File: src/hdl/counterPkg.sv
`default_nettype none

// shared constants and types for the event counter
package counterPkg;

	// count word width
	localparam int counterWidth = 8;

	// prefix network choice for the step adder
	// 0 serial ripple, 1 Brent-Kung, 2 Sklansky
	localparam int prefixSpeed = 2;

	// command opcodes, sampled with cmdValid
	typedef enum logic [2:0] {
		opHold  = 3'd0,  // no change
		opLoad  = 3'd1,  // take loadValue
		opClear = 3'd2,  // zero the count
		opUp    = 3'd3,  // count + 1
		opDown  = 3'd4   // count - 1
	} countOp;

	// control FSM states
	typedef enum logic {
		stCounting = 1'b0,  // normal operation
		stOverflow = 1'b1   // sticky, left only by load or clear
	} ctrlState;

endpackage

`default_nettype wire

File: src/hdl/IncDecC.sv
`timescale 1ns/1ps
`default_nettype none

// increment or decrement by CI with carry out
// {CO,Z} = DEC ? A - CI : A + CI
module IncDecC #(
	parameter int width = 8,  // operand width
	parameter int speed = 0   // prefix structure, see PrefixAnd
) (
	input  logic [width-1:0] A,    // operand
	input  logic             CI,   // carry in, the step
	input  logic             DEC,  // 1 selects decrement
	output logic [width-1:0] Z,    // result
	output logic             CO    // carry or borrow out
);

	logic [width:0] propIn;   // carry in at bit 0, operand above it
	logic [width:0] propOut;  // prefix AND of propIn

	// decrement toggles up to the first one, so look for ones in ~A
	assign propIn = {A ^ {width{DEC}}, CI};

	PrefixAnd #(
		.width(width + 1),
		.speed(speed)
	) prefix (
		.PI(propIn),
		.PO(propOut)
	);

	// bit j flips when CI and every lower bit propagate
	assign Z  = A ^ propOut[width-1:0];
	assign CO = propOut[width];  // all bits propagated

endmodule

`default_nettype wire

File: src/hdl/PrefixAnd.sv
`timescale 1ns/1ps
`default_nettype none

// running AND over PI from bit 0 upward
// PO[i] = PI[0] & PI[1] & ... & PI[i]
module PrefixAnd #(
	parameter int width = 8,  // number of bits
	parameter int speed = 0   // 0 serial, 1 Brent-Kung, 2 Sklansky
) (
	input  logic [width-1:0] PI,  // propagate in
	output logic [width-1:0] PO   // prefix AND out
);

	localparam int m = $clog2(width);  // tree depth in levels

	// ripple chain, width-1 gates deep
	if (speed == 0) begin : serialPrefix
		logic [width-1:0] chain;

		assign chain[0] = PI[0];
		for (genvar i = 1; i < width; i++) begin : bits
			assign chain[i] = chain[i-1] & PI[i];
		end
		assign PO = chain;
	end

	// Brent-Kung, up-sweep then down-sweep
	if (speed == 1) begin : brentKungPrefix
		localparam int depth = (m == 0) ? 0 : 2 * m - 1;  // total levels
		logic [width-1:0] stage [0:depth];

		assign stage[0] = PI;

		// up-sweep, bit 2^l-1 of every block ends up holding its block AND
		for (genvar l = 1; l <= m; l++) begin : upLevels
			for (genvar i = 0; i < width; i++) begin : bits
				if (((i + 1) % (2 ** l)) == 0) begin : node
					assign stage[l][i] = stage[l-1][i] & stage[l-1][i-2**(l-1)];
				end else begin : pass
					assign stage[l][i] = stage[l-1][i];
				end
			end
		end

		// down-sweep, fills in the midpoints from coarse to fine
		for (genvar l = m + 1; l <= depth; l++) begin : downLevels
			localparam int d = 2 * m - l;  // block size exponent at this level
			for (genvar i = 0; i < width; i++) begin : bits
				if ((i >= 2 ** d) && (((i + 1) % (2 ** d)) == 2 ** (d - 1))) begin : node
					// left neighbour is already a complete prefix
					assign stage[l][i] = stage[l-1][i] & stage[l-1][i-2**(d-1)];
				end else begin : pass
					assign stage[l][i] = stage[l-1][i];
				end
			end
		end

		assign PO = stage[depth];
	end

	// Sklansky, log depth with high fan-out
	if (speed == 2) begin : sklanskyPrefix
		logic [width-1:0] stage [0:m];

		assign stage[0] = PI;
		for (genvar l = 1; l <= m; l++) begin : levels
			for (genvar i = 0; i < width; i++) begin : bits
				// upper half of a 2^l block takes the last bit of the lower half
				if (((i >> (l - 1)) % 2) == 1) begin : node
					localparam int src = ((i >> l) << l) + 2 ** (l - 1) - 1;
					assign stage[l][i] = stage[l-1][i] & stage[l-1][src];
				end else begin : pass
					assign stage[l][i] = stage[l-1][i];
				end
			end
		end

		assign PO = stage[m];
	end

	// other speed values fall back to the ripple chain
	if ((speed < 0) || (speed > 2)) begin : defaultPrefix
		logic [width-1:0] chain;

		assign chain[0] = PI[0];
		for (genvar i = 1; i < width; i++) begin : bits
			assign chain[i] = chain[i-1] & PI[i];
		end
		assign PO = chain;
	end

endmodule

`default_nettype wire

File: src/hdl/countCore.sv
`timescale 1ns/1ps
`default_nettype none

// count register and step adder
// obeys the write enables, makes no decisions of its own
module countCore import counterPkg::*; (
	input  logic                    clk,
	input  logic                    reset,
	input  logic                    stepDown,    // decrement select
	input  logic                    stepIn,      // carry in, 1 on up or down
	input  logic                    writeStep,   // take adder result
	input  logic                    writeLoad,   // take loadValue
	input  logic                    writeClear,  // zero the count
	input  logic [counterWidth-1:0] loadValue,
	output logic [counterWidth-1:0] count,
	output logic                    stepCarry    // carry out of current step
);

	logic [counterWidth-1:0] stepResult;  // count +/- stepIn

	// combinational from the register and the step controls
	IncDecC #(
		.width(counterWidth),
		.speed(prefixSpeed)
	) stepUnit (
		.A  (count),
		.CI (stepIn),
		.DEC(stepDown),
		.Z  (stepResult),
		.CO (stepCarry)
	);

	// clear wins over load, load over step
	always_ff @(posedge clk) begin
		if (reset || writeClear) begin
			count <= '0;
		end else if (writeLoad) begin
			count <= loadValue;
		end else if (writeStep) begin
			count <= stepResult;  // wrapped value on carry
		end
	end

endmodule

`default_nettype wire

File: src/hdl/countCtrl.sv
`timescale 1ns/1ps
`default_nettype none

// opcode decode and overflow FSM
// enables are combinational, state and wrapped register with the count
module countCtrl import counterPkg::*; (
	input  logic   clk,
	input  logic   reset,
	input  logic   cmdValid,    // one cycle command strobe
	input  countOp cmdOp,
	input  logic   saturate,    // level, 1 saturate mode, 0 wrap mode
	input  logic   stepCarry,   // carry out from the core
	output logic   stepDown,
	output logic   stepIn,
	output logic   writeStep,
	output logic   writeLoad,
	output logic   writeClear,
	output logic   overflow,    // high while in stOverflow
	output logic   wrapped      // one cycle pulse after a wrapping step
);

	ctrlState state;
	ctrlState nextState;
	logic     isUp;
	logic     isDown;
	logic     stepAllowed;  // up or down while counting
	logic     satHit;       // saturating step would carry

	assign isUp   = cmdValid && (cmdOp == opUp);
	assign isDown = cmdValid && (cmdOp == opDown);

	// step controls depend only on the command, no loop through stepCarry
	assign stepDown = isDown;
	assign stepIn   = isUp || isDown;

	assign writeLoad  = cmdValid && (cmdOp == opLoad);
	assign writeClear = cmdValid && (cmdOp == opClear);

	assign stepAllowed = stepIn && (state == stCounting);  // frozen in overflow
	assign satHit      = stepAllowed && saturate && stepCarry;

	// saturated carry keeps the old count
	assign writeStep = stepAllowed && !satHit;

	always_comb begin
		nextState = state;
		if (writeLoad || writeClear) begin
			nextState = stCounting;  // only way out of overflow
		end else if (satHit) begin
			nextState = stOverflow;
		end
	end

	always_ff @(posedge clk) begin
		if (reset) begin
			state   <= stCounting;
			wrapped <= 1'b0;
		end else begin
			state   <= nextState;
			wrapped <= stepAllowed && !saturate && stepCarry;  // wrap mode rollover
		end
	end

	assign overflow = (state == stOverflow);

endmodule

`default_nettype wire

File: src/hdl/eventCounter.sv
`timescale 1ns/1ps
`default_nettype none

// programmable up/down event counter, top level
module eventCounter import counterPkg::*; (
	input  logic                    clk,
	input  logic                    reset,
	input  logic                    cmdValid,   // command strobe
	input  countOp                  cmdOp,
	input  logic [counterWidth-1:0] loadValue,  // used by opLoad
	input  logic                    saturate,   // mode level
	output logic [counterWidth-1:0] count,
	output logic                    overflow,
	output logic                    wrapped
);

	logic stepDown;
	logic stepIn;
	logic writeStep;
	logic writeLoad;
	logic writeClear;
	logic stepCarry;  // core back to control

	countCtrl ctrl (
		.clk       (clk),
		.reset     (reset),
		.cmdValid  (cmdValid),
		.cmdOp     (cmdOp),
		.saturate  (saturate),
		.stepCarry (stepCarry),
		.stepDown  (stepDown),
		.stepIn    (stepIn),
		.writeStep (writeStep),
		.writeLoad (writeLoad),
		.writeClear(writeClear),
		.overflow  (overflow),
		.wrapped   (wrapped)
	);

	countCore core (
		.clk       (clk),
		.reset     (reset),
		.stepDown  (stepDown),
		.stepIn    (stepIn),
		.writeStep (writeStep),
		.writeLoad (writeLoad),
		.writeClear(writeClear),
		.loadValue (loadValue),
		.count     (count),
		.stepCarry (stepCarry)
	);

endmodule

`default_nettype wire

File: config.mk
export PLATFORM = sky130hd
export DESIGN_NAME = eventCounter
export DESIGN_NICKNAME = d
export VERILOG_FILES = /design/src/hdl/counterPkg.sv /design/src/hdl/IncDecC.sv /design/src/hdl/PrefixAnd.sv /design/src/hdl/countCore.sv /design/src/hdl/countCtrl.sv /design/src/hdl/eventCounter.sv
export SDC_FILE = /design/constraint.sdc
export NUM_CORES = 1
export LEC_CHECK = 0
export BUFFER_PORTS_ARGS = -buffer_cell sky130_fd_sc_hd__buf_2
export CAP_MARGIN = 30
export CORE_MARGIN = 10
export CORE_UTILIZATION = 47
export DETAILED_ROUTE_END_ITERATION = 8
export PLACE_DENSITY_LB_ADDON = 0.2
export SKIP_LAST_GASP = 1
export SLEW_MARGIN = 15
export SYNTH_ARGS = -nofsm -noshare
export SYNTH_HDL_FRONTEND = slang
export SYNTH_SLANG_ARGS = --single-unit
File: constraint.sdc
create_clock -name clk -period 1.76 [get_ports clk]
set_clock_uncertainty 0.05 [all_clocks]
set_input_delay 0.176 -clock clk [delete_from_list [all_inputs] [get_ports clk]]
set_output_delay 0.176 -clock clk [all_outputs]
set_load 0.005 [all_outputs]
* Word-level counts from Yosys, hierarchy flattened
Index checks and enable logic that the tools add are counted.
** Word-level totals
- Register bits :: 10
- Bits of input ports :: 15
** Cells by class
- Reductions and logical operators :: 17
- Equal/unequal tests :: 4
- Multiplexer cells :: 2
- Bitwise logic cells :: 16
** Operators by type and width (count)
- 2-to-1 mux 8 bit :: 2
- bitwise XOR 8 bit :: 2
- AND 1 bit :: 13
- logical AND 1 bit :: 10
- == test 3 x 2 -> 1 bit, second input constant :: 2
- == test 3 x 1 -> 1 bit, second input constant :: 1
- == test 3 bit, second input constant :: 1
- logical OR 1 bit :: 3
- logical NOT 1 bit :: 2
- nonzero test 2 bit :: 1
- OR reduction 2 bit :: 1
- inverter 1 bit :: 1

* Longest topological paths before layout
- Depth after elaboration :: 12
- Depth in mapped cells :: 7
- Gate-level depth less buffers :: 5

* By module
From an unflattened synthesis, not the netlist that was laid out.
** Second synthesis, totals
- Cells, all modules :: 80
- Area total of the unflattened synthesis :: 818.3 µm²
** Modules (own cells, without submodules)
- countCore :: sequential area each 160.2 µm², area each 440.4 µm², times used 1, cells each 35
- IncDecC :: sequential area each 0.0 µm², area each 151.4 µm², times used 1, cells each 17
- countCtrl :: sequential area each 40.0 µm², area each 147.6 µm², times used 1, cells each 15
- PrefixAnd :: sequential area each 0.0 µm², area each 78.8 µm², times used 1, cells each 13

* Least setup slack after synthesis
No wires, ideal clock.
- Kind :: register -> register
- Start :: register core.count[1]
- End :: register core.count[2]
- Arrival :: 1703 ps
- Path buffers :: 1
- Cell stages (with the launch flop) :: 7
- Slack :: -108 ps
- Path through :: dfxtp_1 -> clkbuf_1 -> nand3_1 -> or3_4 -> a21o_1 -> o2111a_1 -> a31o_1
** Between the ends
- Word-level cells in the longest chain between the ends :: 9
** Ends and longest elaborated chain
- start: declaration :: RTL line countCore.sv:15 : output logic [counterWidth-1:0] count,
- start signal: assignment :: RTL line countCore.sv:38 : count <= loadValue;
- start signal: assignment :: RTL line countCore.sv:40 : count <= stepResult;
- bitwise XOR 8 bit * :: RTL line IncDecC.sv:21 : assign propIn = {A ^ {width{DEC}}, CI};
- AND 1 bit (4 in a row) :: RTL line PrefixAnd.sv:71 : assign stage[l][i] = stage[l-1][i] & stage[l-1][src];
- logical AND 1 bit :: RTL line countCtrl.sv:40 : assign satHit = stepAllowed && saturate && stepCarry;
- logical NOT 1 bit :: RTL line countCtrl.sv:43 : assign writeStep = stepAllowed && !satHit;
- logical AND 1 bit :: RTL line countCtrl.sv:43
- nonzero test 2 bit (no line)
Mark *: on every way between the ends. The rest lies on a longest branch, timed or not. The select of a mux whose other input is x is not followed.
A chain may end at the register's enable or synchronous reset.

* Worst setup path in the final report
- Start :: register core.count[5]
- End :: register core.count[0]
** Between the ends
- Word-level cells in the longest chain between the ends :: 9
** Ends and longest elaborated chain (RTL line)
- bitwise XOR 8 bit :: IncDecC.sv:21
- AND 1 bit (4 in a row) :: PrefixAnd.sv:71
- logical AND 1 bit :: countCtrl.sv:40
- logical NOT 1 bit :: countCtrl.sv:43
- logical AND 1 bit :: countCtrl.sv:43
- nonzero test 2 bit (no line)
No other way between the ends.

==> impl_metrics.toml <==
[run_status]
status = "finished with violations"
violations = "negative setup slack"

[sta]
setup_viol = 2
tightest_slew_ns = 0.456
period_share_pct = 101
fin_crit_ns = 1.77
slew_violations = 0
relSlewSlack_pct = 68.8
hold_viol_final = 0
layout_setup_ws_ns = -0.0149
max_freq_mhz = 563

[setup_path]
setup.worst_path.end_class = "flop"
reg2reg_from = "core.count[5]"
cp_max_fo = 8
worst-path-buf-inv = 1
critPathSlowestCell = "dfxtp_1"
crit_chain = "buf_4 -> nor2_2 -> nand4_1 -> a21o_4 -> o21ai_4 -> mux2i_1"
crit_type = "flop to flop"
reg2reg_depth = 6
cp_data_required_time_ns = 1.91
critPathLaunchType = "flop"
cp_data_arrival_time_ns = 1.92
crit_family = "compound AO/OA/AOI/OAI gates"
r2r_slack_ns = -0.01
r2r-end = "core.count[0]"
critical_path.max_stage_delay_ns = 0.31

[floorplan]
die_h_um = 66.8
rows = 16
io_pins = 25
die_x_um = 66.8
die_area_um2 = 4460
core_area_um2 = 2020
start_util_pct = 50.9

[clock_tree]
clock_sinks = 10
hold_buffers = 0
cts_buffers = 3
h-tree-depth = 1
cts.clk_slew.worst_paths_ns = 0.07
cts-root-buf = "clkbuf_4"
cts_tree = "yes"
cts.path.max_buffers = 2
clkLatencyLatePin_ns = 0.27

[layout]
areaGrowthSynthToFinish_pct = 43.4
fin_util_pct = 73.0
diodes = 0
drive_above_1_share_pct = 43.5
mostFrequentLayoutCells = "buf_4 (32), buf_2 (24), nand2_1 (12), dfxtp_1 (8)"
final_nets = 200
layout_commonest_cell = "buf_4"

[placement]
port_buffers = 24
dp_hpwl_um = 2650
gp_congestion = 0.941

[logic_synthesis]
ys_ff_latch = 10
synth_edf_count = 0
syn-instance-count = 135
syn_nets = 150
syn_area_per_cell_um2 = 7.63
synth_warnings = 0
ys_seq_area_share_pct = 19.4
ys.flop_type = "dfxtp_1"
synth.distinct_cells = 53
syn_area_um2 = 1030
ys_async_sr_fraction_pct = 0

[power_and_ir_drop]
p_total_uw = 636
peakVddDrop_mv = 0.339
leakage_uw = 0.000592
power_density_nw_per_um2 = 431

[grt]
antenna_found_initial = 0
grt_max_degree = 11
first_global_vias = 1290
grt_pass1_wl_um = 5740
grt_overflow = 0
grt.total_usage_pct = 16.0

[detailed_routing]
routedWlPerCell_um = 17.7
via_count = 1352
drc_errors = 0
ant_nets = 0
finalWirelength_um = 3730
drtIter0Drc = 125
viasPerCell = 6.41
first_pass_iters = 4

[run]
cap_violations = 0

[worst_hold_path]
hold_end = "ctrl.wrapped"
hp-start = "reset"
hold_class = "primary input to flop"
hold_depth = 2
cells by family (layout without fill, tap and decap cells):
kind of cell / count (synthesis) / in the layout / synth area share, %
XOR/XNOR: 3 / 3 / 2.55
flip-flops: 10 / 10 / 19.4
buffers and inverters: 13 / 62 / 5.83
AO/OA/AOI/OAI: 48 / 48 / 34.8
multiplexers: 3 / 3 / 2.92
AND/OR/NAND/NOR: 58 / 58 / 34.5
metal layers:
layer	GRT usage [%]	part of all wire, %
met4	5.24	1.8
met1	18.2	40
met5	0	0
met2	26.8	49
met3	6.02	9.2
worst max-delay path by stage:
stage	startpoint	end	slack [ns]	cells after the start
floorplan	core.count[0]	core.count[2]	0.005	5
global placement	cmdOp[1]	core.count[2]	-0.005	6
detailed placement	cmdOp[1]	core.count[2]	-0.06	6
CTS	core.count[0]	core.count[4]	0.002	7
global route	core.count[5]	core.count[3]	-0.04	6
finish	core.count[5]	core.count[0]	-0.01	6
power by group:
| part | internal [uW] | leakage, uW | switching (uW) | total (uW) |
|---|---|---|---|---|
| Combinational | 90.4 | 0.000489 | 98.2 | 189 |
| Clock | 126 | 0.0000210 | 85.2 | 211 |
| Sequential | 232 | 0.0000818 | 4.43 | 236 |
| Total | 448 | 0.000592 | 188 | 636 |
area by class of cell:
cell class                      count  area [um2]
Multi-Input combinational cell    112         828
Sequential cell                    10         203
Clock buffer                        4        36.3
Inverter                            1        3.75
Tap cell                           27        33.8
Timing Repair Buffer               57         372
Fill cell                         162         546
synth_stat cells (2+ instances only):
library cell | n | area share [%]
mux2i_1 | 3 | 2.9
o31ai_1 | 2 | 1.5
xnor2_1 | 3 | 2.6
nor4bb_1 | 3 | 2.9
nand3_1 | 5 | 2.4
o21ai_0 | 8 | 3.9
nand2b_1 | 2 | 1.2
or2_2 | 2 | 1.2
nor3_1 | 4 | 1.9
buf_2 | 3 | 1.5
nor4b_1 | 2 | 1.7
nand3b_1 | 4 | 2.9
nor2b_1 | 3 | 1.8
and4_1 | 2 | 1.7
nor4_1 | 2 | 1.2
a21boi_0 | 2 | 1.5
a211oi_1 | 3 | 2.2
nand2_1 | 12 | 4.4
clkbuf_1 | 8 | 2.9
o221a_1 | 4 | 4.4
dfxtp_1 | 10 | 19
o21ai_1 | 2 | 0.97
a21oi_1 | 7 | 3.4
o22ai_1 | 3 | 1.8
and2_1 | 2 | 1.2
nor2_1 | 7 | 2.6
what timing repair did:
item,in CTS,in global routing
resized for setup,3,16
pin swaps,0,6
buffers inserted,0,2
setup endpoints to repair,2,9
flip-flops by register name (all words and copies together), names as in the netlist:
name	flops
ctrl.wrapped	1
ctrl.overflow	1
core.count	8
metrics by stage:
step	setup TNS, ns	area [um2]	hold slack, ns	worst slack [ns]	std cells
final	-0.0227	1480	0.0408	-0.0149	211
after floorplan	0	1050	0.203	0.00532	135
after detailed placement	-0.272	1360	0.327	-0.0601	205
after global placement	-0.00539	1360	0.321	-0.00539	205
after global routing	-0.128	1480	0.0460	-0.0404	211
after CTS	0	1400	0.0353	0.00195	209
Note: power is estimated with default switching activity, not from simulation.
